===== config.mk =====
export PLATFORM = sky130hd
export DESIGN_NAME = addrgen_top
export DESIGN_NICKNAME = d
export VERILOG_FILES = /design/src/addrgen_pkg.sv /design/src/rdyack_fwd.sv /design/src/nd_shuf_accum.sv /design/src/cmd_decode.sv /design/src/memofs_stage.sv /design/src/result_collector.sv /design/src/addrgen_top.sv
export SDC_FILE = /design/constraint.sdc
export NUM_CORES = 2
export LEC_CHECK = 0
export ABC_AREA = 1
export BUFFER_PORTS_ARGS = -buffer_cell sky130_fd_sc_hd__buf_2
export CORE_UTILIZATION = 40
export CTS_BUF_LIST = sky130_fd_sc_hd__clkbuf_2
export CTS_CLUSTER_SIZE = 8
export DETAILED_ROUTE_END_ITERATION = 16
export GPL_ROUTABILITY_DRIVEN = 0
export GPL_TIMING_DRIVEN = 0
export PLACE_DENSITY = 0.59
export SYNTH_ARGS = -nofsm -noshare
export SYNTH_HDL_FRONTEND = slang
export SYNTH_SLANG_ARGS = --single-unit

===== constraint.sdc =====
create_clock -name i_clk -period 29.6 [get_ports i_clk]
set_input_delay 8.88 -clock i_clk [delete_from_list [all_inputs] [get_ports i_clk]]
set_output_delay 8.88 -clock i_clk [all_outputs]
set_load 0.01 [all_outputs]

===== src/addrgen_pkg.sv =====
// Address generator package with widths, command opcodes and shared payload structs
`default_nettype none

package addrgen_pkg;

	// ==============================
	// Sizes
	// ==============================
	// Vector dimensions per work item
	localparam int VDIM   = 2;
	// Array dimensions
	localparam int DIM    = 3;
	localparam int WBW    = 16;
	localparam int ABW    = 32;
	// Stride fraction and shift widths
	localparam int SF_BW  = 4;
	localparam int SS_BW  = 3;
	localparam int N_CFG  = 4;
	localparam int ID_BW  = 2;
	// Shuffle index selects one of DIM dimensions
	localparam int DIM_BW = 2;

	// ==============================
	// Command encoding
	// ==============================
	typedef enum logic [2:0] {
		OP_SET_BSTRIDE = 3'd0,
		OP_SET_ASTRIDE = 3'd1,
		OP_SET_SHUF    = 3'd2,
		OP_SET_BOUND   = 3'd3,
		OP_SET_BASE    = 3'd4,
		OP_ISSUE       = 3'd5
	} opcode_e;

	// One offset per vector dimension
	typedef logic [VDIM-1:0][WBW-1:0] ofs_vec_t;

	// Set commands carry field values in bofs/aofs
	// Wide fields (bound, base) read bofs as one ABW word
	typedef struct packed {
		opcode_e           op;
		logic [ID_BW-1:0]  id;
		logic [DIM_BW-1:0] dim;
		ofs_vec_t          bofs;
		ofs_vec_t          aofs;
		logic              retire;
		logic              islast;
	} cmd_t;

	// ==============================
	// Payloads
	// ==============================
	typedef struct packed {
		logic [VDIM-1:0][SF_BW-1:0]  bfrac;
		logic [VDIM-1:0][SS_BW-1:0]  bshamt;
		logic [VDIM-1:0][SF_BW-1:0]  afrac;
		logic [VDIM-1:0][SS_BW-1:0]  ashamt;
		logic [VDIM-1:0][DIM_BW-1:0] bshuf;
		logic [VDIM-1:0][DIM_BW-1:0] ashuf;
		logic [DIM-1:0][ABW-1:0]     bound;
		logic [ABW-1:0]              base;
	} cfg_t;

	// Work item joined with its configuration
	typedef struct packed {
		logic [ID_BW-1:0] id;
		ofs_vec_t         bofs;
		ofs_vec_t         aofs;
		logic             retire;
		logic             islast;
		cfg_t             cfg;
	} work_t;

	typedef struct packed {
		logic [ID_BW-1:0] id;
		logic [ABW-1:0]   linear;
		ofs_vec_t         bofs;
		logic             retire;
		logic             islast;
	} addr_t;

endpackage

`default_nettype wire


===== src/rdyack_fwd.sv =====
// Forward slot holding one rdy/ack register stage with a packed payload
`default_nettype none

module rdyack_fwd #(
	parameter int PBW = 8
) (
	input  wire logic           i_clk,
	input  wire logic           i_rst_n,
	input  wire logic           i_src_rdy,
	output logic                o_src_ack,
	input  wire logic [PBW-1:0] i_src_data,
	output logic                o_dst_rdy,
	input  wire logic           i_dst_ack,
	output logic [PBW-1:0]      o_dst_data
);

	logic           full_r;
	logic [PBW-1:0] data_r;

	// Take a new item when empty or when the current one leaves this cycle
	assign o_src_ack  = i_src_rdy && (!full_r || i_dst_ack);
	assign o_dst_rdy  = full_r;
	assign o_dst_data = data_r;

	// ==============================
	// Occupancy
	// ==============================
	always_ff @(posedge i_clk) begin
		if (!i_rst_n) begin
			full_r <= 1'b0;
		end else if (o_src_ack) begin
			// Refill also covers the drain-and-load case
			full_r <= 1'b1;
		end else if (i_dst_ack) begin
			full_r <= 1'b0;
		end
	end

	// Payload held while downstream stalls
	always_ff @(posedge i_clk) begin
		if (o_src_ack) begin
			data_r <= i_src_data;
		end
	end

endmodule

`default_nettype wire


===== src/nd_shuf_accum.sv =====
// Shuffle accumulator that scatters two offset vectors into N-D dimensions and sums them
`default_nettype none

module nd_shuf_accum #(
	parameter int BW      = 16,
	parameter int DIM_IN  = 2,
	parameter int DIM_OUT = 3,
	localparam int SBW    = (DIM_OUT > 1) ? $clog2(DIM_OUT) : 1
) (
	input  wire logic [DIM_IN-1:0][BW-1:0]  i_addend1,
	input  wire logic [DIM_IN-1:0][BW-1:0]  i_addend2,
	input  wire logic [DIM_IN-1:0][SBW-1:0] i_shuf1,
	input  wire logic [DIM_IN-1:0][SBW-1:0] i_shuf2,
	output logic [DIM_OUT-1:0][BW-1:0]      o_sum
);

	// ==============================
	// Scatter and sum
	// ==============================
	// Colliding lanes add up in the same dimension
	// Dimension with no selecting lane stays zero
	always_comb begin
		for (int d = 0; d < DIM_OUT; d++) begin
			o_sum[d] = '0;
			for (int i = 0; i < DIM_IN; i++) begin
				if (i_shuf1[i] == SBW'(d)) begin
					o_sum[d] = o_sum[d] + i_addend1[i];
				end
				// Second vector uses its own index table
				if (i_shuf2[i] == SBW'(d)) begin
					o_sum[d] = o_sum[d] + i_addend2[i];
				end
			end
		end
	end

endmodule

`default_nettype wire


===== src/cmd_decode.sv =====
// Command decoder that updates configuration slots and emits work items with their config
`default_nettype none

module cmd_decode #(
	parameter int N_CFG = addrgen_pkg::N_CFG
) (
	input  wire logic                i_clk,
	input  wire logic                i_rst_n,
	input  wire logic                i_cmd_rdy,
	output logic                     o_cmd_ack,
	input  wire addrgen_pkg::cmd_t   i_cmd,
	output logic                     o_work_rdy,
	input  wire logic                i_work_ack,
	output addrgen_pkg::work_t       o_work
);

	import addrgen_pkg::*;

	// Configuration slots indexed by command id
	cfg_t  cfg_r [N_CFG];
	work_t work_w;
	logic  is_issue;
	logic  issue_rdy;
	logic  issue_ack;

	// ==============================
	// Handshake
	// ==============================
	assign is_issue  = (i_cmd.op == OP_ISSUE);
	assign issue_rdy = i_cmd_rdy && is_issue;
	// Set commands never wait on the pipeline
	assign o_cmd_ack = is_issue ? issue_ack : i_cmd_rdy;

	// ==============================
	// Slot writes
	// ==============================
	always_ff @(posedge i_clk) begin
		if (i_cmd_rdy && !is_issue) begin
			case (i_cmd.op)
				// Fraction from bofs lane and shift from aofs lane
				OP_SET_BSTRIDE: begin
					for (int v = 0; v < VDIM; v++) begin
						cfg_r[i_cmd.id].bfrac[v]  <= i_cmd.bofs[v][SF_BW-1:0];
						cfg_r[i_cmd.id].bshamt[v] <= i_cmd.aofs[v][SS_BW-1:0];
					end
				end
				OP_SET_ASTRIDE: begin
					for (int v = 0; v < VDIM; v++) begin
						cfg_r[i_cmd.id].afrac[v]  <= i_cmd.bofs[v][SF_BW-1:0];
						cfg_r[i_cmd.id].ashamt[v] <= i_cmd.aofs[v][SS_BW-1:0];
					end
				end
				// b shuffle from bofs and a shuffle from aofs
				OP_SET_SHUF: begin
					for (int v = 0; v < VDIM; v++) begin
						cfg_r[i_cmd.id].bshuf[v] <= i_cmd.bofs[v][DIM_BW-1:0];
						cfg_r[i_cmd.id].ashuf[v] <= i_cmd.aofs[v][DIM_BW-1:0];
					end
				end
				// Index beyond DIM is dropped
				OP_SET_BOUND: begin
					if (int'(i_cmd.dim) < DIM) begin
						cfg_r[i_cmd.id].bound[i_cmd.dim] <= ABW'(i_cmd.bofs);
					end
				end
				OP_SET_BASE: begin
					cfg_r[i_cmd.id].base <= ABW'(i_cmd.bofs);
				end
				default: begin
				end
			endcase
		end
	end

	// ==============================
	// Issue path
	// ==============================
	// Join offsets with the current slot contents
	always_comb begin
		work_w.id     = i_cmd.id;
		work_w.bofs   = i_cmd.bofs;
		work_w.aofs   = i_cmd.aofs;
		work_w.retire = i_cmd.retire;
		work_w.islast = i_cmd.islast;
		work_w.cfg    = cfg_r[i_cmd.id];
	end

	rdyack_fwd #(.PBW($bits(work_t))) u_issue_fwd (
		.i_clk      (i_clk),
		.i_rst_n    (i_rst_n),
		.i_src_rdy  (issue_rdy),
		.o_src_ack  (issue_ack),
		.i_src_data (work_w),
		.o_dst_rdy  (o_work_rdy),
		.i_dst_ack  (i_work_ack),
		.o_dst_data (o_work)
	);

endmodule

`default_nettype wire


===== src/memofs_stage.sv =====
// Memory offset stage that scales, shuffles and accumulates offsets, then linearizes them
`default_nettype none

module memofs_stage (
	input  wire logic               i_clk,
	input  wire logic               i_rst_n,
	input  wire logic               i_src_rdy,
	output logic                    o_src_ack,
	input  wire addrgen_pkg::work_t i_src,
	output logic                    o_dst_rdy,
	input  wire logic               i_dst_ack,
	output addrgen_pkg::addr_t      o_dst
);

	import addrgen_pkg::*;

	// Stage 0 payload with N-D offsets plus what stage 1 needs
	typedef struct packed {
		logic [ID_BW-1:0]        id;
		logic [DIM-1:0][WBW-1:0] mofs;
		logic [DIM-2:0][ABW-1:0] mult;
		logic [ABW-1:0]          base;
		ofs_vec_t                bofs;
		logic                    retire;
		logic                    islast;
	} s0_t;

	ofs_vec_t                bofs_stride;
	ofs_vec_t                aofs_stride;
	logic [DIM-1:0][WBW-1:0] mofs_w;
	s0_t                     s0_w;
	s0_t                     s0_r;
	logic                    s0_rdy;
	logic                    s0_ack;
	logic [ABW-1:0]          linear_w;
	addr_t                   addr_w;

	// ==============================
	// Stage 0
	// ==============================
	// Offset times frac shifted left by shamt and kept to WBW
	always_comb begin
		for (int v = 0; v < VDIM; v++) begin
			bofs_stride[v] = (i_src.bofs[v] * WBW'(i_src.cfg.bfrac[v])) << i_src.cfg.bshamt[v];
			aofs_stride[v] = (i_src.aofs[v] * WBW'(i_src.cfg.afrac[v])) << i_src.cfg.ashamt[v];
		end
	end

	nd_shuf_accum #(.BW(WBW), .DIM_IN(VDIM), .DIM_OUT(DIM)) u_saccum (
		.i_addend1 (bofs_stride),
		.i_addend2 (aofs_stride),
		.i_shuf1   (i_src.cfg.bshuf),
		.i_shuf2   (i_src.cfg.ashuf),
		.o_sum     (mofs_w)
	);

	always_comb begin
		s0_w.id   = i_src.id;
		s0_w.mofs = mofs_w;
		// Multipliers are boundaries 1..DIM-1
		for (int d = 0; d < DIM-1; d++) begin
			s0_w.mult[d] = i_src.cfg.bound[d+1];
		end
		s0_w.base   = i_src.cfg.base;
		s0_w.bofs   = i_src.bofs;
		s0_w.retire = i_src.retire;
		s0_w.islast = i_src.islast;
	end

	rdyack_fwd #(.PBW($bits(s0_t))) u_fwd0 (
		.i_clk      (i_clk),
		.i_rst_n    (i_rst_n),
		.i_src_rdy  (i_src_rdy),
		.o_src_ack  (o_src_ack),
		.i_src_data (s0_w),
		.o_dst_rdy  (s0_rdy),
		.i_dst_ack  (s0_ack),
		.o_dst_data (s0_r)
	);

	// ==============================
	// Stage 1
	// ==============================
	// Base plus last offset plus each mofs[d] * mult[d] wrapping at ABW
	always_comb begin
		linear_w = s0_r.base + ABW'(s0_r.mofs[DIM-1]);
		for (int d = 0; d < DIM-1; d++) begin
			linear_w = linear_w + ABW'(s0_r.mofs[d]) * s0_r.mult[d];
		end
	end

	always_comb begin
		addr_w.id     = s0_r.id;
		addr_w.linear = linear_w;
		addr_w.bofs   = s0_r.bofs;
		addr_w.retire = s0_r.retire;
		addr_w.islast = s0_r.islast;
	end

	rdyack_fwd #(.PBW($bits(addr_t))) u_fwd1 (
		.i_clk      (i_clk),
		.i_rst_n    (i_rst_n),
		.i_src_rdy  (s0_rdy),
		.o_src_ack  (s0_ack),
		.i_src_data (addr_w),
		.o_dst_rdy  (o_dst_rdy),
		.i_dst_ack  (i_dst_ack),
		.o_dst_data (o_dst)
	);

endmodule

`default_nettype wire


===== src/result_collector.sv =====
// Result collector with output register, retire count and per-config done pulse
`default_nettype none

module result_collector #(
	parameter int CNT_BW = 16
) (
	input  wire logic                      i_clk,
	input  wire logic                      i_rst_n,
	input  wire logic                      i_src_rdy,
	output logic                           o_src_ack,
	input  wire addrgen_pkg::addr_t        i_src,
	output logic                           o_dst_rdy,
	input  wire logic                      i_dst_ack,
	output addrgen_pkg::addr_t             o_dst,
	output logic                           o_done,
	output logic [addrgen_pkg::ID_BW-1:0]  o_done_id,
	output logic [CNT_BW-1:0]              o_retire_cnt
);

	import addrgen_pkg::*;

	logic dst_xfer;

	rdyack_fwd #(.PBW($bits(addr_t))) u_out_fwd (
		.i_clk      (i_clk),
		.i_rst_n    (i_rst_n),
		.i_src_rdy  (i_src_rdy),
		.o_src_ack  (o_src_ack),
		.i_src_data (i_src),
		.o_dst_rdy  (o_dst_rdy),
		.i_dst_ack  (i_dst_ack),
		.o_dst_data (o_dst)
	);

	// Record leaves only when both sides agree
	assign dst_xfer = o_dst_rdy && i_dst_ack;

	// ==============================
	// Retire count and done
	// ==============================
	always_ff @(posedge i_clk) begin
		if (!i_rst_n) begin
			o_retire_cnt <= '0;
			o_done       <= 1'b0;
		end else begin
			if (dst_xfer && o_dst.retire) begin
				o_retire_cnt <= o_retire_cnt + 1'b1;
			end
			// One-cycle pulse right after the last record goes out
			o_done <= dst_xfer && o_dst.islast;
		end
	end

	// Id of the finishing configuration
	always_ff @(posedge i_clk) begin
		if (dst_xfer) begin
			o_done_id <= o_dst.id;
		end
	end

endmodule

`default_nettype wire


===== src/addrgen_top.sv =====
// Address generator top that chains command decode, offset pipeline and result collector
`default_nettype none

module addrgen_top #(
	parameter int N_CFG  = addrgen_pkg::N_CFG,
	parameter int CNT_BW = 16
) (
	input  wire logic                     i_clk,
	input  wire logic                     i_rst_n,
	input  wire logic                     i_cmd_rdy,
	output logic                          o_cmd_ack,
	input  wire addrgen_pkg::cmd_t        i_cmd,
	output logic                          o_addr_rdy,
	input  wire logic                     i_addr_ack,
	output addrgen_pkg::addr_t            o_addr,
	output logic                          o_done,
	output logic [addrgen_pkg::ID_BW-1:0] o_done_id,
	output logic [CNT_BW-1:0]             o_retire_cnt
);

	import addrgen_pkg::*;

	// ==============================
	// Inter-stage links
	// ==============================
	logic  work_rdy;
	logic  work_ack;
	work_t work;
	logic  res_rdy;
	logic  res_ack;
	addr_t res;

	// Decode with one slot
	cmd_decode #(.N_CFG(N_CFG)) u_decode (
		.i_clk      (i_clk),
		.i_rst_n    (i_rst_n),
		.i_cmd_rdy  (i_cmd_rdy),
		.o_cmd_ack  (o_cmd_ack),
		.i_cmd      (i_cmd),
		.o_work_rdy (work_rdy),
		.i_work_ack (work_ack),
		.o_work     (work)
	);

	// Execute with two slots
	memofs_stage u_memofs (
		.i_clk     (i_clk),
		.i_rst_n   (i_rst_n),
		.i_src_rdy (work_rdy),
		.o_src_ack (work_ack),
		.i_src     (work),
		.o_dst_rdy (res_rdy),
		.i_dst_ack (res_ack),
		.o_dst     (res)
	);

	// Result with one slot
	result_collector #(.CNT_BW(CNT_BW)) u_result (
		.i_clk        (i_clk),
		.i_rst_n      (i_rst_n),
		.i_src_rdy    (res_rdy),
		.o_src_ack    (res_ack),
		.i_src        (res),
		.o_dst_rdy    (o_addr_rdy),
		.i_dst_ack    (i_addr_ack),
		.o_dst        (o_addr),
		.o_done       (o_done),
		.o_done_id    (o_done_id),
		.o_retire_cnt (o_retire_cnt)
	);

endmodule

`default_nettype wire


# Yosys cells after proc, flatten, opt, wreduce, memory -nomap -nowiden
# Memories as Yosys holds them, arrays and structs flattened. A register that Yosys moved wholly into a read port is not among the register bits.
# Cells that the tools add are included.
dict set report word_totals {
  regBits 571
  ram_bits 656
  inputBits 77
  out_inout_bits 89
  elab_cells 118
  mem_count 1
}
# name words word_bits read_ports rd_ports_with_merged_regs write_ports line_no
set mem_list {}
lappend mem_list {u_decode.cfg_r 4 164 1 1 1 cmd_decode.sv:20} ;# cfg_t cfg_r [N_CFG];
dict set report op_classes {
  n_addsub 13
  n_mul 6
  n_lt_le_gt_ge 3
  eq_ne 13
  shifts 4
  n_mux 39
  reduce_logical 28
}
# cell count
set ops {}
lappend ops {{$mux 16} 12}
lappend ops {{$add 16x16->16} 9}
lappend ops {{$mux 96} 1}
lappend ops {{$add 32x32->32} 2}
lappend ops {{$demux 32 s2} 1}
lappend ops {{$mul 16x32->32} 2}
lappend ops {{$mul 16x4->16} 4}
lappend ops {{$shl 16x3->16} 4}
lappend ops {{$add 32x16->32} 1}
lappend ops {{$mux 32} 1}
lappend ops {{$mux 1} 24}
lappend ops {{$add 16x1->16 const B} 1}
lappend ops {{$logic_and 1x1->1} 10}
lappend ops {{$eq 2x1->1 const B} 4}
lappend ops {{$eq 2x2->1 const B} 4}
lappend ops {{$logic_not 2->1} 4}
lappend ops {{$reduce_bool 2->1} 4}
lappend ops {{$eq 3x2->1 const B} 2}
lappend ops {{$eq 3x3->1 const B} 2}
lappend ops {{$logic_not 1->1} 5}
lappend ops {{$logic_or 1x1->1} 4}
lappend ops {{$eq 3x1->1 const B} 1}
lappend ops {{$logic_not 3->1} 1}
lappend ops {{$lt 2x3->1 const B} 1}
lappend ops {{2 further kinds} 2}

# Logic depth before layout (Yosys ltp)
dict set report logic_depth {
  depth_word 10
  ltp_mapped 51
  ltp_nobuf 50
}

# Hierarchy
# A second synthesis with hierarchy kept.
dict set report unflattened {
  cells_unflattened 8338
  hier_area_um2 83665.2
}
# mod n_inst cells_each area_each_um2 seq_area_each_um2
set by_module_without_submodules {}
lappend by_module_without_submodules {memofs_stage 1 4662 33728.6 0.0}
lappend by_module_without_submodules {cmd_decode 1 1369 23557.6 19698.9}
lappend by_module_without_submodules {nd_shuf_accum 1 1597 8777.2 0.0}
lappend by_module_without_submodules {{rdyack_fwd (u_decode.u_issue_fwd)} 1 239 7018.0 6986.7}
lappend by_module_without_submodules {{rdyack_fwd (u_memofs.u_fwd0)} 1 187 5456.5 5425.2}
lappend by_module_without_submodules {{rdyack_fwd (u_memofs.u_fwd1 ...)} 2 75 2093.3 2062.0}
lappend by_module_without_submodules {result_collector 1 134 940.9 400.4}

# Worst setup path after synthesis
# Ideal clock, no wire load.
dict set report synth_timing {
  path_type {input -> register}
  from {in i_addr_ack}
  to {reg u_decode.u_issue_fwd.data_r[0] (netlist: u_decode.u_issue_fwd.o_dst_data[0]) (read register of u_decode.cfg_r), enable pin}
  setup_time_ps 1010
  arrival_ps 22744
  required_time_ps 28590
  path_slack_ps 5846
  path_stages 8
  n_path_buf 0
  cell_sequence {nor2_1 -> inv_1 -> nor2_1 -> inv_1 -> nor2_1 -> inv_1 -> nor2_1 -> nor3_1}
}
dict set report synth_via {
  elab_chain_len 8
}
# item line_no
set synth_rtl {}
lappend synth_rtl {{from (decl)} addrgen_top.sv:14} ;# input wire logic i_addr_ack,
lappend synth_rtl {{$logic_or 1x1->1} rdyack_fwd.sv:21} ;# assign o_src_ack = i_src_rdy && (!full_r || i_dst_ack);
lappend synth_rtl {{$logic_and 1x1->1} rdyack_fwd.sv:21}
lappend synth_rtl {{$logic_or 1x1->1} rdyack_fwd.sv:21}
lappend synth_rtl {{$logic_and 1x1->1} rdyack_fwd.sv:21}
lappend synth_rtl {{$logic_or 1x1->1} rdyack_fwd.sv:21}
lappend synth_rtl {{$logic_and 1x1->1} rdyack_fwd.sv:21}
lappend synth_rtl {{$logic_or 1x1->1} rdyack_fwd.sv:21}
lappend synth_rtl {{$logic_and 1x1->1} rdyack_fwd.sv:21}
lappend synth_rtl {{net u_decode.issue_ack} cmd_decode.sv:24} ;# logic issue_ack;
lappend synth_rtl {{to (decl)} rdyack_fwd.sv:18} ;# logic [PBW-1:0] data_r;
# The timed path passes the listed nets, and every way through them passes these cells.
# A chain may end at the register's enable or synchronous reset.

# Worst setup path after layout
dict set report layout_timing {
  from {in i_addr_ack}
  to {out o_cmd_ack}
}
dict set report layout_via {
  elab_chain_len 9
}
# item line_no
set layout_rtl {}
lappend layout_rtl {{$logic_or 1x1->1} rdyack_fwd.sv:21}
lappend layout_rtl {{$logic_and 1x1->1} rdyack_fwd.sv:21}
lappend layout_rtl {{$logic_or 1x1->1} rdyack_fwd.sv:21}
lappend layout_rtl {{$logic_and 1x1->1} rdyack_fwd.sv:21}
lappend layout_rtl {{$logic_or 1x1->1} rdyack_fwd.sv:21}
lappend layout_rtl {{$logic_and 1x1->1} rdyack_fwd.sv:21}
lappend layout_rtl {{$logic_or 1x1->1} rdyack_fwd.sv:21}
lappend layout_rtl {{$logic_and 1x1->1} rdyack_fwd.sv:21}
lappend layout_rtl {{$mux 1} cmd_decode.sv:32} ;# assign o_cmd_ack = is_issue ? issue_ack : i_cmd_rdy;
lappend layout_rtl {{to (decl)} addrgen_top.sv:11} ;# output logic o_cmd_ack,
# No other way between the ends.

==> metrics.yaml <==
status: "finished, violations left"
violations: "DRC, capacitance limit, slew limit"
drive_above_1_share_pct: 9.08
period_needed_ns: 20.03
cts_hold_buf: 0
setup_violations: 0
criticalPathCategory: "in -> out"
grt_pass1_wl_mm: 333
fp-row-count: 159
utilization_pct: 44.1
fillCellCount: 17914
htreeDepth: 5
syn_nets: 8712
drv_cap: 2
cp_max_fo: 3
cp-startpoint: "i_addr_ack"
leakage_nw: 37.2
clock-sinks: 1067
max_slew_margin_pct: -1.92
antenna_found_initial: 16
whs_path_depth: 0
ys_ff_latch: 1067
async_flop_share_pct: 0
crit_path_max_incr_delay_ns: 1.07
fin_skew_ns: 0.231
ff2ff_path_depth: 48
clk_pin_slew_worst_paths_ns: 0.13
arrival_ns: 11.15
cts_root_buf: "clkbuf_2"
die_x_um: 437
ios: 166
initial_core_util_pct: 40.3
ir_drop_v: 0.000110
slew_viol_final: 4
fp.coreArea_sq_um: 188000
wl_per_cell_um: 20.8
powerDensity_nw_per_um2: 61.4
synth_warnings: 0
critical_path_required_ns: 20.72
area_delta_synth_final_pct: 9.44
drcViolationCount: 34
synth_edf_count: 1046
cp-endpoint: "o_cmd_ack"
crit_chain: "buf_2, nor2_1, inv_1, nor2_1, inv_1, nor2_1, inv_1, nor2_1, o21ai_0, buf_2"
cts_max_path_buffers: 4
grt_setup_unrepaired: "no"
dr_total_vias: 55066
drt_iter0_markers: 4863
grtUsageTotal_pct: 23.3
cts_tree: "done"
fin_ws_ns: 9.57
die_h_um: 437
multi_input_comb_area_sq_um: 37500
totalWireLength_mm: 222
r2r-start: "u_decode.u_issue_fwd.o_dst_data[157]$_DFFE_PP_"
power_mw: 5.10
start_kind: "primary input"
portBuffers: 165
grt_pass1_vias: 55489
hold_class: "reg -> reg"
r2r-end: "u_memofs.u_fwd0.o_dst_data[177]$_DFFE_PP_"
hpwl_mm: 177
overflow: 0
syn_inst: 7498
cpLargestDelayFamily: "simple AND/OR/NAND/NOR gates"
vias_per_cell: 5.15
ff2ff_setup_slack_ns: 19.70
cts_setup_buffers: 0
worstMarginPinSlew_ns: 1.51
slowest_stage: "nor2_1"
endpoint_kind: "output pin"
die_area_sq_um: 191000
ff_latch_area_sq_um: 31800
path_common_cell: "nor2_1"
dp_slack_ns: 9.64
clk_latency_ns: 1.81
crit_buf_inv: 5
first_pass_iters: 12
cts_resized: 0
seq_area_frac_synth_pct: 42.0
ys_types: 58
synthFlopType: "edfxtp_1"
fmax_ghz: 0.0499
finalHoldViolCount: 0
fin_setup_tns_ns: 0
grt_max_degree: 129
numCtsBuffers: 291
final_antenna_net_count: 0
crit_cells: 10
fin_nets: 9209
avgSynthCellArea_sq_um: 10.1
synth_area_sq_um: 75800
period_share_pct: 67.7
==> state kept, by name (all words and copies together), names as in the netlist <==
register                         cells
u_decode.u_issue_fwd.o_dst_rdy       1
u_result.u_out_fwd.o_dst_data       68
u_result.o_done_id                   2
u_decode.cfg_r                     528
u_memofs.u_fwd0.o_dst_data         180
u_result.u_out_fwd.o_dst_rdy         1
u_memofs.u_fwd1.o_dst_rdy            1
u_result.o_retire_cnt               16
u_decode.u_issue_fwd.o_dst_data    200
u_memofs.u_fwd1.o_dst_data          68
u_result.o_done                      1
u_memofs.u_fwd0.o_dst_rdy            1
==> layout by cell type (no fill, tap or decap), types with 214 or more instances in the layout <==
| cell type | count |
|---|---|
| clkbuf_2 | 388 |
| o21ai_0 | 216 |
| ha_1 | 320 |
| edfxtp_1 | 1046 |
| fa_1 | 817 |
| nand2_1 | 1664 |
| inv_1 | 1389 |
| nor2_1 | 214 |
| clkbuf_1 | 300 |
| nand3_1 | 616 |
==> cell type report <==
| type | count | area share (%) |
|---|---|---|
| Sequential cell | 1067 | 38.4 |
| Clock inverter | 89 | 0.606 |
| Tap cell | 2495 | 3.76 |
| Clock buffer | 388 | 2.34 |
| Inverter | 1414 | 6.41 |
| Multi-Input combinational cell | 4689 | 45.2 |
| Antenna cell | 11 | 0.0332 |
| Timing Repair Buffer | 204 | 1.72 |
| Buffer | 328 | 1.51 |
==> report_power, final <==
part,switching [mW],internal [mW],total [mW]
clock network,0.618,0.406,1.02
logic,1.35,0.903,2.25
registers,0.0111,1.81,1.82
==> through the flow <==
stage	hold slack [ns]	cells	cell area (sq um)
floorplan	0.400	7498	75800
detailed placement	0.405	10197	80400
global placement	0.401	10158	79700
global route	0.273	10678	82900
CTS	0.257	10674	82900
finish	0.261	10685	82900
==> worst min-delay path by stage <==
stage,to,slack (ns),from
3_3_place_gp,u_result.u_out_fwd.o_dst_data[0]$_DFFE_PP_,0.40,u_memofs.u_fwd1.o_dst_data[0]$_DFFE_PP_
2_1_floorplan,u_memofs.u_fwd0.o_dst_data[0]$_DFFE_PP_,0.40,u_decode.u_issue_fwd.o_dst_data[164]$_DFFE_PP_
3_5_place_dp,u_memofs.u_fwd0.o_dst_data[104]$_DFFE_PP_,0.40,u_decode.u_issue_fwd.o_dst_data[102]$_DFFE_PP_
6_report,u_memofs.u_fwd0.o_dst_data[41]$_DFFE_PP_,0.26,u_decode.u_issue_fwd.o_dst_data[7]$_DFFE_PP_
4_1_cts,u_memofs.u_fwd0.o_dst_data[41]$_DFFE_PP_,0.26,u_decode.u_issue_fwd.o_dst_data[7]$_DFFE_PP_
5_1_grt,u_memofs.u_fwd0.o_dst_data[41]$_DFFE_PP_,0.27,u_decode.u_issue_fwd.o_dst_data[7]$_DFFE_PP_
==> worst register-to-register path, delay by kind of cell, from the launching register on <==
family | cells | cell delay, ns
and+or+nand+nor | 15 | 1.59
AOI/OAI and AO/OA | 14 | 3.31
DFF | 1 | 0.51
buffers and inverters | 9 | 0.95
xor gates and xnor gates | 3 | 0.36
adders and majority gates | 6 | 2.60
muxes | 1 | 0.27
==> kinds of logic after synthesis <==
group	after synthesis	share of synthesized area (%)
AO/OA/AOI/OAI	683	5.26
XOR/XNOR	210	2.43
adder cells (fa/ha/maj)	1137	26.9
buffers and inverters	1742	8.65
flip-flops	1067	42.0
multiplexers	5	0.0660
AND/OR/NAND/NOR	2654	14.7
==> layer usage <==
metal / vias up / global-route usage, % / part of all wire (%)
met4: 16 / 8.79 / 3.7
li1: 25112 / - / -
met1: 27099 / 31.6 / 43
met5: - / 0 / 0.046
met2: 2383 / 36.5 / 45
met3: 456 / 4.82 / 8.7
==> cell usage after synthesis (29+ instances only) <==
| cell type | number | share of area, % |
|---|---|---|
| nand2_1 | 1664 | 8.2 |
| o21ai_1 | 31 | 0.20 |
| xnor2_1 | 88 | 1.0 |
| ha_1 | 320 | 5.3 |
| nand3_1 | 616 | 4.1 |
| a21oi_1 | 203 | 1.3 |
| edfxtp_1 | 1046 | 41 |
| inv_1 | 1391 | 6.9 |
| clkbuf_1 | 300 | 1.5 |
| o21ai_0 | 220 | 1.5 |
| fa_1 | 817 | 22 |
| nand2_2 | 29 | 0.24 |
| nor3_1 | 29 | 0.19 |
| nor2_1 | 232 | 1.1 |
| xor2_1 | 122 | 1.4 |
| a22oi_1 | 133 | 1.3 |
No activity file was read; power rests on OpenSTA's default activity.
